### src/armCtrlPkg.sv
`default_nettype none

package armCtrlPkg;

  // ==========================================================
  // Plain vector types
  // ==========================================================
  typedef logic [31:0] instrT;       // Raw instruction word
  typedef logic [3:0]  flagsT;       // {N, Z, C, V}
  typedef logic [3:0]  condT;        // Instr[31:28]
  typedef logic [3:0]  aluCtrlT;     // DP opcode field
  typedef logic [3:0]  byteMaskT;    // One enable per byte lane
  typedef logic [1:0]  byteOffsetT;  // Byte within word

  localparam aluCtrlT addAlu = 4'b0100;  // ADD opcode
  localparam aluCtrlT subAlu = 4'b0010;  // SUB opcode

  // Decoded instruction group
  typedef enum logic [2:0] {
    dataProcReg,
    dataProcImm,
    loadStore,
    branch,
    unsupported
  } instrClassE;

  // ARM condition field encodings
  typedef enum logic [3:0] {
    eq = 4'b0000, ne = 4'b0001, cs = 4'b0010, cc = 4'b0011,
    mi = 4'b0100, pl = 4'b0101, vs = 4'b0110, vc = 4'b0111,
    hi = 4'b1000, ls = 4'b1001, ge = 4'b1010, lt = 4'b1011,
    gt = 4'b1100, le = 4'b1101, al = 4'b1110
  } condCodeE;

  // ==========================================================
  // Per-stage control bundles
  // ==========================================================
  typedef struct packed {
    logic [1:0] regSrc;      // Register file read select
    logic [1:0] immSrc;      // Immediate extend select
    logic       aluSrc;      // B operand from immediate
    logic       memtoReg;
    logic       regWrite;
    logic       memWrite;
    logic       branch;
    logic       pcSrc;       // Writes R15
    logic       byteAccess;  // LDRB / STRB
    aluCtrlT    aluControl;
    logic [1:0] flagWrite;   // {NZ, CV}
  } decodeCtrlS;

  // Leaves execute already gated by the condition
  typedef struct packed {
    logic       memWrite;
    logic       memtoReg;
    logic       regWrite;
    logic       pcSrc;
    byteMaskT   byteMask;
    logic       byteAccess;
    byteOffsetT byteOffset;
    logic       setFlags;
    flagsT      nextFlags;
  } memCtrlS;

  typedef struct packed {
    logic       memtoReg;
    logic       regWrite;
    logic       pcSrc;
    logic       loadByte;    // Byte extract on load data
    byteOffsetT byteOffset;
  } wbCtrlS;

endpackage

`default_nettype wire

### src/instrDecoder.sv
`timescale 1ns/1ps
`default_nettype none

module instrDecoder
  import armCtrlPkg::*;
(
  input  instrT      instrD,
  output decodeCtrlS decodeCtrl,
  output logic [1:0] regSrcD,
  output logic [1:0] immSrcD
);

  instrClassE instrClass;
  logic [3:0] opcode;
  logic [3:0] rd;
  logic       sBit;
  logic       loadBit;
  logic       byteBit;
  logic       upBit;
  logic       isCompare;
  logic       miscSpace;
  logic       neverCond;

  // ==========================================================
  // Instruction fields
  // ==========================================================
  assign opcode    = instrD[24:21];
  assign rd        = instrD[15:12];
  assign sBit      = instrD[20];
  assign loadBit   = instrD[20];       // L bit shares position with S
  assign byteBit   = instrD[22];
  assign upBit     = instrD[23];
  assign neverCond = &instrD[31:28];   // 1111 space not handled

  // TST TEQ CMP CMN only touch flags
  assign isCompare = (opcode[3:2] == 2'b10);

  // Compare opcodes without S hold MRS MSR BX CLZ
  assign miscSpace = isCompare & ~sBit;

  // ==========================================================
  // Classification
  // ==========================================================
  always_comb begin
    instrClass = unsupported;
    case (instrD[27:25])
      3'b000: begin
        // Bit 4 set means RSR, multiply or halfword
        if (!instrD[4] && !miscSpace) instrClass = dataProcReg;
      end
      3'b001: begin
        if (!miscSpace) instrClass = dataProcImm;  // MSR imm excluded
      end
      3'b010: instrClass = loadStore;               // Immediate offset
      3'b011: begin
        if (!instrD[4]) instrClass = loadStore;     // Register offset
      end
      3'b101: begin
        if (!instrD[24]) instrClass = branch;       // B only, no link
      end
      default: instrClass = unsupported;            // LDM STM coproc SWI
    endcase
    if (neverCond) instrClass = unsupported;
  end

  // ==========================================================
  // Control pattern per class
  // ==========================================================
  always_comb begin
    decodeCtrl            = '0;
    decodeCtrl.aluControl = addAlu;   // Address adder by default
    case (instrClass)
      dataProcReg, dataProcImm: begin
        decodeCtrl.aluSrc     = (instrClass == dataProcImm);
        decodeCtrl.regWrite   = ~isCompare;
        decodeCtrl.pcSrc      = ~isCompare & (rd == 4'hF);  // Write to PC
        decodeCtrl.aluControl = opcode;
        decodeCtrl.flagWrite  = {2{sBit}};
      end
      loadStore: begin
        decodeCtrl.regSrc     = {~loadBit, 1'b0};   // Store reads Rd
        decodeCtrl.immSrc     = 2'b01;              // 12-bit offset
        decodeCtrl.aluSrc     = ~instrD[25];        // I bit inverted here
        decodeCtrl.memtoReg   = loadBit;
        decodeCtrl.regWrite   = loadBit;
        decodeCtrl.memWrite   = ~loadBit;
        decodeCtrl.byteAccess = byteBit;
        decodeCtrl.aluControl = upBit ? addAlu : subAlu;
      end
      branch: begin
        decodeCtrl.regSrc = 2'b01;   // Rn is PC
        decodeCtrl.immSrc = 2'b10;   // 24-bit word offset
        decodeCtrl.aluSrc = 1'b1;
        decodeCtrl.branch = 1'b1;
        decodeCtrl.pcSrc  = 1'b1;
      end
      default: decodeCtrl = '0;      // All writes off
    endcase
  end

  assign regSrcD = decodeCtrl.regSrc;
  assign immSrcD = decodeCtrl.immSrc;

endmodule

`default_nettype wire

### src/condCheck.sv
`timescale 1ns/1ps
`default_nettype none

module condCheck
  import armCtrlPkg::*;
(
  input  condT       cond,
  input  flagsT      flags,
  input  flagsT      aluFlags,
  input  logic [1:0] flagWrite,
  output logic       condEx,
  output flagsT      nextFlags
);

  logic n;
  logic z;
  logic c;
  logic v;
  logic geFlag;

  assign {n, z, c, v} = flags;
  assign geFlag       = (n == v);   // Signed greater or equal

  // ==========================================================
  // Condition evaluation
  // ==========================================================
  always_comb begin
    case (condCodeE'(cond))
      eq:      condEx = z;
      ne:      condEx = ~z;
      cs:      condEx = c;
      cc:      condEx = ~c;
      mi:      condEx = n;
      pl:      condEx = ~n;
      vs:      condEx = v;
      vc:      condEx = ~v;
      hi:      condEx = c & ~z;          // Unsigned higher
      ls:      condEx = ~c | z;
      ge:      condEx = geFlag;
      lt:      condEx = ~geFlag;
      gt:      condEx = ~z & geFlag;
      le:      condEx = z | ~geFlag;
      al:      condEx = 1'b1;
      default: condEx = 1'b0;            // 1111 never executes
    endcase
  end

  // NZ and CV update independently
  assign nextFlags[3:2] = flagWrite[1] ? aluFlags[3:2] : flags[3:2];
  assign nextFlags[1:0] = flagWrite[0] ? aluFlags[1:0] : flags[1:0];

endmodule

`default_nettype wire

### src/executeStage.sv
`timescale 1ns/1ps
`default_nettype none

module executeStage
  import armCtrlPkg::*;
(
  input  logic       clk,
  input  logic       rstN,
  input  logic       stallE,
  input  logic       flushE,
  input  decodeCtrlS decodeCtrl,
  input  condT       condD,
  input  flagsT      flagsE,       // Forwarded NZCV
  input  flagsT      aluFlagsE,
  input  byteOffsetT aluResultE,   // Low address bits
  output aluCtrlT    aluControlE,
  output logic       aluSrcE,
  output logic       branchTakenE,
  output memCtrlS    memCtrl
);

  decodeCtrlS ctrlE;
  condT       condE;
  logic       condExE;
  flagsT      nextFlagsE;
  logic       memWriteGatedE;
  byteMaskT   byteMaskE;

  // ==========================================================
  // Decode to execute register
  // ==========================================================
  always_ff @(posedge clk) begin
    if (!rstN || flushE) begin       // Flush wins over stall
      ctrlE <= '0;
      condE <= '0;
    end else if (!stallE) begin
      ctrlE <= decodeCtrl;
      condE <= condD;
    end
  end

  condCheck uCondCheck (
    .cond      (condE),
    .flags     (flagsE),
    .aluFlags  (aluFlagsE),
    .flagWrite (ctrlE.flagWrite),
    .condEx    (condExE),
    .nextFlags (nextFlagsE)
  );

  assign aluControlE  = ctrlE.aluControl;
  assign aluSrcE      = ctrlE.aluSrc;
  assign branchTakenE = ctrlE.branch & condExE;

  // ==========================================================
  // Store lane enables
  // ==========================================================
  assign memWriteGatedE = ctrlE.memWrite & condExE;

  always_comb begin
    if (!memWriteGatedE)
      byteMaskE = 4'b0000;                    // No store this cycle
    else if (ctrlE.byteAccess)
      byteMaskE = 4'b0001 << aluResultE;      // One lane for STRB
    else
      byteMaskE = 4'b1111;                    // Full word
  end

  // Gated controls toward memory stage
  always_comb begin
    memCtrl.memWrite   = memWriteGatedE;
    memCtrl.memtoReg   = ctrlE.memtoReg;
    memCtrl.regWrite   = ctrlE.regWrite & condExE;
    memCtrl.pcSrc      = ctrlE.pcSrc & condExE;
    memCtrl.byteMask   = byteMaskE;
    memCtrl.byteAccess = ctrlE.byteAccess;
    memCtrl.byteOffset = aluResultE;
    memCtrl.setFlags   = (|ctrlE.flagWrite) & condExE;
    memCtrl.nextFlags  = nextFlagsE;
  end

endmodule

`default_nettype wire

### src/writebackStage.sv
`timescale 1ns/1ps
`default_nettype none

module writebackStage
  import armCtrlPkg::*;
(
  input  logic     clk,
  input  logic     rstN,
  input  logic     stallM,
  input  logic     flushM,
  input  logic     stallW,
  input  logic     flushW,
  input  memCtrlS  memCtrl,
  output flagsT    flagsE,
  output logic     memWriteM,
  output logic     regWriteM,
  output byteMaskT byteMaskM,
  output wbCtrlS   wbCtrl,
  output flagsT    flags
);

  memCtrlS memCtrlM;
  wbCtrlS  wbNext;
  logic    setFlagsW;
  flagsT   nextFlagsW;
  flagsT   flagsReg;      // Architectural NZCV

  // ==========================================================
  // Memory stage
  // ==========================================================
  always_ff @(posedge clk) begin
    if (!rstN || flushM) memCtrlM <= '0;
    else if (!stallM)    memCtrlM <= memCtrl;
  end

  assign memWriteM = memCtrlM.memWrite;
  assign regWriteM = memCtrlM.regWrite;
  assign byteMaskM = memCtrlM.byteMask;

  always_comb begin
    wbNext.memtoReg   = memCtrlM.memtoReg;
    wbNext.regWrite   = memCtrlM.regWrite;
    wbNext.pcSrc      = memCtrlM.pcSrc;
    wbNext.loadByte   = memCtrlM.memtoReg & memCtrlM.byteAccess;  // LDRB only
    wbNext.byteOffset = memCtrlM.byteOffset;
  end

  // ==========================================================
  // Writeback stage
  // ==========================================================
  always_ff @(posedge clk) begin
    if (!rstN || flushW) begin
      wbCtrl    <= '0;
      setFlagsW <= 1'b0;
    end else if (!stallW) begin
      wbCtrl    <= wbNext;
      setFlagsW <= memCtrlM.setFlags;
    end
  end

  always_ff @(posedge clk) begin
    if (!stallW) nextFlagsW <= memCtrlM.nextFlags;
  end

  // Commit when the W instruction leaves
  always_ff @(posedge clk) begin
    if (!rstN)                      flagsReg <= '0;
    else if (setFlagsW && !stallW)  flagsReg <= nextFlagsW;
  end

  // Visible NZCV includes the W copy
  assign flags = setFlagsW ? nextFlagsW : flagsReg;

  // Newest pending update wins
  assign flagsE = memCtrlM.setFlags ? memCtrlM.nextFlags : flags;

endmodule

`default_nettype wire

### src/armController.sv
`timescale 1ns/1ps
`default_nettype none

module armController
  import armCtrlPkg::*;
(
  input  logic       clk,
  input  logic       rstN,
  input  instrT      instrD,
  input  flagsT      aluFlagsE,
  input  logic [1:0] aluResultE,    // Address low bits
  input  logic       stallE,
  input  logic       stallM,
  input  logic       stallW,
  input  logic       flushE,
  input  logic       flushM,
  input  logic       flushW,
  output logic [1:0] regSrcD,
  output logic [1:0] immSrcD,
  output aluCtrlT    aluControlE,
  output logic       aluSrcE,
  output logic       branchTakenE,
  output logic       memWriteM,
  output logic       regWriteM,
  output byteMaskT   byteMaskM,
  output logic       regWriteW,
  output logic       memtoRegW,
  output logic       pcSrcW,
  output logic       loadByteW,
  output flagsT      flags
);

  decodeCtrlS decodeCtrl;
  memCtrlS    memCtrl;
  wbCtrlS     wbCtrl;
  flagsT      flagsE;

  // ==========================================================
  // Decode
  // ==========================================================
  instrDecoder uInstrDecoder (
    .instrD     (instrD),
    .decodeCtrl (decodeCtrl),
    .regSrcD    (regSrcD),
    .immSrcD    (immSrcD)
  );

  // ==========================================================
  // Execute
  // ==========================================================
  executeStage uExecuteStage (
    .clk          (clk),
    .rstN         (rstN),
    .stallE       (stallE),
    .flushE       (flushE),
    .decodeCtrl   (decodeCtrl),
    .condD        (instrD[31:28]),   // Condition field
    .flagsE       (flagsE),
    .aluFlagsE    (aluFlagsE),
    .aluResultE   (aluResultE),
    .aluControlE  (aluControlE),
    .aluSrcE      (aluSrcE),
    .branchTakenE (branchTakenE),
    .memCtrl      (memCtrl)
  );

  // Memory and writeback with flags
  writebackStage uWritebackStage (
    .clk       (clk),
    .rstN      (rstN),
    .stallM    (stallM),
    .flushM    (flushM),
    .stallW    (stallW),
    .flushW    (flushW),
    .memCtrl   (memCtrl),
    .flagsE    (flagsE),
    .memWriteM (memWriteM),
    .regWriteM (regWriteM),
    .byteMaskM (byteMaskM),
    .wbCtrl    (wbCtrl),
    .flags     (flags)
  );

  assign regWriteW = wbCtrl.regWrite;
  assign memtoRegW = wbCtrl.memtoReg;
  assign pcSrcW    = wbCtrl.pcSrc;
  assign loadByteW = wbCtrl.loadByte;

endmodule

`default_nettype wire

### config.mk
export PLATFORM = sky130hd
export DESIGN_NAME = armController
export DESIGN_NICKNAME = d
export VERILOG_FILES = /design/src/armCtrlPkg.sv /design/src/instrDecoder.sv /design/src/condCheck.sv /design/src/executeStage.sv /design/src/writebackStage.sv /design/src/armController.sv
export SDC_FILE = /design/constraint.sdc
export NUM_CORES = 1
export LEC_CHECK = 0
export BUFFER_PORTS_ARGS = -buffer_cell sky130_fd_sc_hd__buf_2
export CAP_MARGIN = 20
export CORE_MARGIN = 3
export CORE_UTILIZATION = 51
export DETAILED_ROUTE_END_ITERATION = 10
export PLACE_DENSITY = 0.87
export SYNTH_ARGS = -nofsm -noshare
export SYNTH_HDL_FRONTEND = slang
export SYNTH_SLANG_ARGS = --single-unit
### constraint.sdc
create_clock -name clk -period 2.2 [get_ports clk]
set_input_delay 0.22 -clock clk [delete_from_list [all_inputs] [get_ports clk]]
set_output_delay 0.22 -clock clk [all_outputs]
set_load 0.005 [all_outputs]
* Word level (Yosys, flattened, before mapping)
Cells that the tools add are included.
** Operators by class
- Muxes and demuxes :: 24
- Bitwise operators :: 20
- Shifts and indexed selects :: 1
- Reductions and logical operators :: 15
- Equal/unequal tests :: 24
** Operators by type and width (count)
- $eq 4x4->1 const B :: 8
- $mux 3 :: 6
- $eq 4x3->1 const B :: 4
- $mux 4 :: 4
- $pmux 1 s15 :: 1
- $pmux 3 s5 :: 1
- $eq 3x2->1 const B :: 4
- $pmux 4 s3 :: 1
- $and 1x1->1 :: 10
- $eq 4x2->1 const B :: 2
- $not 1->1 :: 8
- $pmux 4 s2 :: 1
- $eq 3x1->1 const B :: 2
- $logic_not 3->1 :: 2
- $mux 2 :: 3
- $eq 4x1->1 const B :: 1
- $logic_not 1->1 :: 4
- $logic_not 4->1 :: 1
- $mux 1 :: 4
- $pmux 1 s2 :: 2
- $reduce_and 4->1 :: 1
- $reduce_or 2->1 :: 2
- $shl 1x2->4 const A :: 1
- $eq 3x3->1 const B :: 1
- 6 further kinds :: 10
** Word-level totals
- Output and inout port bits :: 24
- Register bits :: 44
- Input port bits :: 46
- Logic and storage cells :: 109

* Depth between registers and ports, before layout
Gate-level depths: netlist (run 1).
- Word-level depth :: 10
- Gate-level depth with buffers :: 7
- Mapped depth without buffers :: 6

* Modules after synthesis
A second synthesis (run 1) with hierarchy kept.
** Unflattened totals
- Cells, all modules :: 260
- Area total of the unflattened synthesis :: 2543.7 um^2
** Modules (own cells, without submodules)
- writebackStage :: cells each 108, times used 1, area each 1227.4 um^2, seq. area each 660.6 um^2
- executeStage :: cells each 79, times used 1, area each 772.0 um^2, seq. area each 340.3 um^2
- instrDecoder :: cells each 41, times used 1, area each 302.8 um^2, seq. area each 0.0 um^2
- condCheck :: cells each 32, times used 1, area each 241.5 um^2, seq. area each 0.0 um^2

* Worst setup path before layout (run 1)
Ideal clock, no wire load.
- Kind :: register to output
- Start point :: register uWritebackStage.setFlagsW
- End point :: output port branchTakenE
- Buffers on the path :: 0
- Required time :: 1.980 ns
- Stages on the path, launching flop included :: 7
- Setup slack :: 0.123 ns
- Arrival time :: 1.857 ns
- Cells stage by stage :: dfxtp_1 mux2_4 mux2i_2 a2bb2oi_1 a31oi_2 nor4_4 nor2b_1
** Between the ends
- Elaborated cells on any way between the ends :: 14
- Those cells by class :: eq/ne (1); mux (3); bitwise (10)
** RTL lines
- start: declaration :: line writebackStage.sv:24 : logic setFlagsW;
- start signal: assignment :: line writebackStage.sv:57 : setFlagsW <= memCtrlM.setFlags;
- $mux 4 * :: line writebackStage.sv:72 : assign flags = setFlagsW ? nextFlagsW : flagsReg;
- via flags[1] :: line armController.sv:30 : output flagsT flags
- $mux 4 * :: line writebackStage.sv:75 : assign flagsE = memCtrlM.setFlags ? memCtrlM.nextFlags : flags;
- $not 1->1 :: line condCheck.sv:32, condCheck.sv:38
- $or 1x1->1 :: line condCheck.sv:38 : ls: condEx = ~c | z;
- $pmux 1 s15 * :: line condCheck.sv:28 : case (condCodeE'(cond))
- $and 1x1->1 * :: line executeStage.sv:53 : assign branchTakenE = ctrlE.branch & condExE;
- end: declaration :: line armController.sv:22 : output logic branchTakenE,
Mark *: on every way through the listed nets, which the timed path passes. The rest lies on a longest branch.

* Worst setup path in the final report (run 1)
- Start point :: register uWritebackStage.setFlagsW
- End point :: output port branchTakenE
** Between the ends
- Longest elaborated chain between the ends :: 7
- Elaborated cells on any way between the ends :: 14
- Those cells by class :: eq/ne (1); mux (3); bitwise (10)
** Ends and longest elaborated chain
- $mux 4 * :: line writebackStage.sv:72
- $mux 4 * :: line writebackStage.sv:75
- $eq 1x1->1 :: line condCheck.sv:22 : assign geFlag = (n == v);
- $not 1->1 :: line condCheck.sv:40, condCheck.sv:42
- $or 1x1->1 :: line condCheck.sv:42 : le: condEx = z | ~geFlag;
- $pmux 1 s15 * :: line condCheck.sv:28
- $and 1x1->1 * :: line executeStage.sv:53
Mark *: on every way between the ends. The rest lies on a longest branch, timed or not.

==> run_results.csv, run 1 <==
group,metric,value,unit
drt,wl,4.90,mm
timing,finalCritPeriodShare,109,%
setup_path,path_cells,"mux2_4, o21ai_4, or4b_1, nand4_1, nor4_4, nor2b_1, buf_2",
grt,grt_max_degree,24,
grt,track_usage,18.9,%
layout,layout_common_cells,"buf_2, dfxtp_1, nor2_1",
timing,fin_tns_setup,-0.205,ns
die,die_y,72.5,microns
timing,max_freq,416,MHz
yosys,syn_nets,300,
die,row_count,23,
setup_path,worstSetupPathType,"register to output port",
setup_path,worstPathBufferInverterCount,1,
grt,overflow,0,
clock_tree,cts_buffer_depth,2,
power_and_ir_drop,vdd_ir_drop_max,0.000387,V
timing,report.final.slew_viol_count,0,
drt,ant_nets,0,
setup_path,max_stage_delay,0.46,ns
layout,layout-drive-gt1-share,28.8,%
timing,fin_ws,-0.205,ns
setup_path,required,1.98,ns
drt,drtPass1Iterations,4,
drt,drc,0,
yosys,ys_ff_latch,43,
layout,fillers,362,
drt,wl_per_cell,13.9,microns
layout,final_cell_area,2630,sq um
layout,nNetsFinal,347,
timing,finalCriticalPeriod,2.41,ns
placed_design,pre_cts_ws,-0.00304,ns
yosys,syn_area_per_cell,8.87,sq um
setup_path,path_max_fanout,5,
die,coreArea,4140,sq um
clock_tree,cts-hold-fix-buffers,0,
die,die_area,5250,sq um
yosys,synth_cells,254,
layout,antennaDiodeCount,0,
setup_path,endpoint_kind,"output port",
timing,skew,0.00591,ns
timing,worst_pin_slew,0.573,ns
layout,synthToLayoutAreaGrowth,16.5,%
yosys,ys_types,49,
yosys,ys.flop_type,"dfxtp_1",
grt,grt_pass1_wl,7.90,mm
setup_path,ff2ff_setup_slack,0.09,ns
clock_tree,h-tree-depth,2,
yosys,synth-edff-count,4,
setup_path,arrival,2.19,ns
yosys,ys_seq_area_share,40.0,%
power_and_ir_drop,p_leak,0.00109,uW
timing,final_hold_viol_count,0,
setup_path,cp_top_family,"simple AND/OR/NAND/NOR gates",
placed_design,io_buffers,54,
die,io_pins,70,
placed_design,dpl.hpwl,3.69,mm
setup_path,worstSetupStartpointType,"register",
power_and_ir_drop,p_per_area,546,nW/um^2
placed_design,place_area,2520,sq um
layout,final_common_cell,"buf_2",
die,initial_core_util,54.4,%
timing,fin_hold_ws,0.164,ns
clock_tree,cts_tree,"yes",
clock_tree,clk_pin_slew,0.08,ns
placed_design,routabilityCongestion,0.903,
run,cap_violations,0,
timing,finalSetupViolCount,1,
clock_tree,clock_latency,0.29,ns
timing,rsz0062_at_grt,"true",
clock_tree,clockRootBuffer,"clkbuf_8",
yosys,ys.warnings.count,0,
clock_tree,cts_buffers,5,
drt,via_per_inst,5.70,
drt,drt_iter0_markers,121,
yosys,async_flop_share,0,%
setup_path,slowest_stage,"or4b_1",
drt,dr_total_vias,2008,
timing,slew_headroom,61.8,%
grt,grt_pass1_vias,1756,
yosys,syn_area,2250,sq um
status,status,"complete, but fails checks",
clock_tree,clock-sinks,43,
worst_hold_path,hold_class,"input pin to register",
grt,grt_antenna_before_repair,0,
status,failed_checks,"setup timing",
die,die_w,72.5,microns
-- power by group --
group	total [uW]	switching (uW)	internal (uW)
sequential	814	13.4	801
clock	478	261	217
combinational	141	77.1	63.5
-- metal layers --
metal | track usage, % | part of all wire, % | vias to the layer above
li1 | - | - | 987
met1 | 25.0 | 45 | 928
met2 | 30.5 | 45 | 88
met3 | 5.26 | 8.8 | 5
met4 | 4.71 | 1.1 | 0
met5 | 0 | 0 | -
-- synthesized netlist by cell type (3+ instances only) --
master	count	share of area (%)
nor2_1	25	4.2
o21ai_1	7	1.6
nor2b_1	12	3.3
nor3_1	7	1.6
dfxtp_1	39	35
nand2_1	24	4.0
mux2_4	4	2.7
buf_4	12	4.0
nand3_1	6	1.3
nand2b_1	8	2.2
or3_1	3	0.83
edfxtp_1	4	5.3
a22oi_1	4	1.3
o211ai_1	6	2.0
a21oi_1	6	1.3
o31ai_1	3	1.0
o21ai_0	8	1.8
clkbuf_1	10	1.7
mux2i_1	19	8.4
inv_1	7	1.2
and3_1	3	0.83
-- per-stage QoR --
step                utilization (%)  power [uW]  std cells
floorplan                         -         919        254
global placement               60.8         970        343
detailed placement             60.8         973        343
CTS                            63.4        1440        352
global route                   63.4        1500        352
finish                         63.4        1430        352
-- worst reg2reg max path, cell delays in order (launching register included) --
cell and delay, ns:
dfxtp_4 0.40, mux2_4 0.34, o21ai_4 0.21, or4b_1 0.46, nand4_1 0.14, nor4_4 0.07, buf_4 0.17, o31ai_1 0.23
-- cell families after synthesis --
logic type | share of synthesized area [%]
xor+xnor | 0.389
compound gates | 16.9
mux | 12.3
buf+inv | 7.55
simple gates | 22.8
flops | 40.0
-- worst paths after layout --
kind / end / cells after the start / startpoint
min: uExecuteStage.aluControlE[0]$_SDFFE_PP0N_ / 3 / instrD[21]
max: branchTakenE / 7 / uWritebackStage.setFlagsW$_SDFFE_PP0N_
min reg2reg: uWritebackStage.byteMaskM[0]$_SDFFE_PP0N_ / 2 / uWritebackStage.byteMaskM[0]$_SDFFE_PP0N_
max reg2reg: uWritebackStage.byteMaskM[2]$_SDFFE_PP0N_ / 7 / uWritebackStage.setFlagsW$_SDFFE_PP0N_
-- area by class of cell --
| class | instances | area, sq um | share of cell area [%] |
|---|---|---|---|
| tap | 50 | 62.6 | 2.38 |
| clock buffer | 5 | 68.8 | 2.62 |
| inverter | 8 | 30.0 | 1.14 |
| sequential | 43 | 906 | 34.5 |
| multi-input combinational | 178 | 1190 | 45.4 |
| clock inverter | 3 | 15.0 | 0.572 |
| timing repair buffer | 65 | 353 | 13.4 |
-- flip-flops by register name, indices dropped and copies added, names as in the netlist --
signal,cells
uWritebackStage.memCtrlM,8
uWritebackStage.nextFlagsW,4
uExecuteStage.aluSrcE,1
uWritebackStage.setFlagsW,1
uWritebackStage.memWriteM,1
uWritebackStage.wbCtrl,4
uWritebackStage.regWriteM,1
uExecuteStage.condE,4
uExecuteStage.ctrlE,5
uExecuteStage.aluControlE,4
uExecuteStage.memCtrl,2
uWritebackStage.byteMaskM,4
uWritebackStage.flagsReg,4
-- timing repair --
action,in CTS,in global routing
setup buffers,1,0
resized for setup,4,0
endpoints found under the setup margin,5,3
pin swaps,2,1
Power figures use the tool's default switching activity.
==> inputs of run 2 (changes only) <==
- CORE_UTILIZATION: 51 -> 48
- CTS_BUF_LIST: unset -> sky130_fd_sc_hd__clkbuf_8
- PLACE_DENSITY: 0.87 -> 0.79
- clock period: 2.2 -> 2 ns (I/O delays scaled with it)
==> run 2 against run 1 <==
  * Critical path depth unchanged
  * Non-clock buffer count is 9 higher
  * Sequential power rose by 10%
  * Via count down 1.1%
  * Final cell count is 3.1% higher
  * The flow still finishes with violations (setup timing)
==> run_results.csv, run 2 (same netlist as run 1, synthesis figures left out) <==
group,metric,value,unit
status,status,"complete, but fails checks",
status,failed_checks,"setup timing",
grt,grt_max_degree,24,
power_and_ir_drop,p_leak,0.00114,uW
timing,report.final.slew_viol_count,0,
power_and_ir_drop,vdd_ir_drop_max,0.000269,V
power_and_ir_drop,p_per_area,582,nW/um^2
setup_path,endpoint_kind,"output port",
layout,layout_common_cells,"buf_2, dfxtp_1, nor2_1",
layout,top_register,"uWritebackStage.memCtrlM",
setup_path,slowest_stage,"or4b_4",
clock_tree,cts_tree,"yes",
clock_tree,clock-sinks,43,
setup_path,worstPathBufferInverterCount,1,
layout,nNetsFinal,356,
layout,largest_register_ff_count,8,
power_and_ir_drop,p_switching,396,uW
clock_tree,h-tree-depth,2,
timing,finalSetupViolCount,9,
grt,grt_pass1_vias,1826,
setup_path,arrival,2.21,ns
power_and_ir_drop,clockPowerShare,33.5,%
timing,finalCritPeriodShare,121,%
worst_hold_path,hold_class,"input pin to register",
clock_tree,cts-hold-fix-buffers,0,
timing,finalCriticalPeriod,2.41,ns
worst_hold_path,hold_start,"instrD[21]",
grt,grt_antenna_before_repair,0,
setup_path,worstSetupStartpointType,"register",
drt,wl_per_cell,14.1,microns
grt,track_usage,19.2,%
clock_tree,cts_buffer_depth,2,
placed_design,pre_cts_ws,-0.101,ns
drt,drt_iter0_markers,94,
layout,layout-drive-gt1-share,31.2,%
grt,grt_pass1_wl,8.22,mm
setup_path,cp_top_family,"simple AND/OR/NAND/NOR gates",
setup_path,max_stage_delay,0.50,ns
setup_path,path_max_fanout,6,
die,die_w,74.5,microns
placed_design,io_buffers,54,
drt,wl,5.13,mm
drt,via_per_inst,5.47,
die,die_area,5550,sq um
clock_tree,clockRootBuffer,"clkbuf_8",
power_and_ir_drop,internal-power,1190,uW
power_and_ir_drop,switching_share,24.9,%
die,io_pins,70,
grt,overflow,0,
timing,final_hold_viol_count,0,
clock_tree,clock_latency,0.30,ns
timing,max_freq,414,MHz
power_and_ir_drop,pwr-share-seq,56.3,%
placed_design,routabilityCongestion,0.858,
layout,final_common_cell,"buf_2",
run,cap_violations,0,
drt,dr_total_vias,1986,
layout,synthToLayoutAreaGrowth,21.0,%
timing,worst_pin_slew,0.606,ns
setup_path,required,1.80,ns
setup_path,rr_startpoint,"uWritebackStage.setFlagsW$_SDFFE_PP0N_",
power_and_ir_drop,total_power,1590,uW
setup_path,path_cells,"mux2_4, o21ai_4, or4b_4, a31oi_4, nor4_4, nor2b_1, buf_2",
layout,reg_top3,"uWritebackStage.memCtrlM (8), uExecuteStage.ctrlE (5)",
layout,final_cells,363,
clock_tree,clk_pin_slew,0.08,ns
setup_path,startpoint,"uWritebackStage.setFlagsW$_SDFFE_PP0N_",
timing,slew_headroom,59.6,%
layout,postLayoutCoreUtil,61.4,%
timing,rsz0062_at_grt,"true",
drt,drtPass1Iterations,4,
drt,drc,0,
placed_design,placed_cells,351,
placed_design,dpl.hpwl,3.81,mm
die,coreArea,4440,sq um
die,die_y,74.5,microns
timing,skew,0.00538,ns
clock_tree,cts_buffers,5,
setup_path,worstSetupPathType,"register to output port",
power_and_ir_drop,comb_power_share,10.2,%
die,initial_core_util,50.7,%
timing,fin_ws,-0.415,ns
layout,antennaDiodeCount,0,
drt,ant_nets,0,
die,row_count,24,
## run 2: repair_timing
action                     in CTS  in global routing
setup buffers                   4                  0
pin swaps                       5                  0
setup endpoints to repair       9                  9
resized for setup               5                  0
## run 2: worst min-delay path, stage by stage
cell     delay, ns
buf_2         0.08
a22oi_1       0.05
nor2_1        0.07
## run 2: final cells by class
type                    count  area [sq um]
inverters                   8          30.0
multi-input cells         178          1220
repair buffers             74           420
fillers                   383          1720
well taps                  52          65.1
clock inverters             3          16.3
flip-flops and latches     43           905
clock buffers               5          68.8
## run 2: power by group through the flow
| stage | Sequential [uW] | Combinational [uW] | Clock [uW] |
|---|---|---|---|
| 2_1_floorplan | 907 | 102 | 0 |
| 3_3_place_gp | 913 | 155 | 0 |
| 3_5_place_dp | 914 | 158 | 0 |
| 4_1_cts | 894 | 161 | 542 |
| 5_1_grt | 897 | 178 | 581 |
| 6_report | 895 | 161 | 532 |
## run 2: stage by stage
step	cell area (sq um)	hold slack (ns)	TNS [ns]
after floorplan	2260	0.328	-0.0473
after global placement	2580	0.431	-0.327
after detailed placement	2580	0.437	-0.746
after CTS	2730	0.138	-0.974
after global routing	2730	0.159	-1.72
final	2730	0.139	-1.04
## run 2: worst paths after layout
kind	end	depth (start not counted)	slack (ns)
worst max-delay path	branchTakenE	7	-0.41
worst min-delay path	uExecuteStage.aluControlE[0]$_SDFFE_PP0N_	3	0.14
worst max register to register	uWritebackStage.byteMaskM[3]$_SDFFE_PP0N_	7	-0.10
worst min register to register	uWritebackStage.byteMaskM[1]$_SDFFE_PP0N_	2	0.45
## run 2: metal layers
metal	routed length, microns	share of wire (%)	vias to the layer above	GRT usage (%)
met2	2420	47	56	31.8
met5	0	0	-	0
met3	249	4.9	9	4.73
met1	2360	46	919	23.9
met4	97	1.9	0	7.91
li1	-	-	1002	-
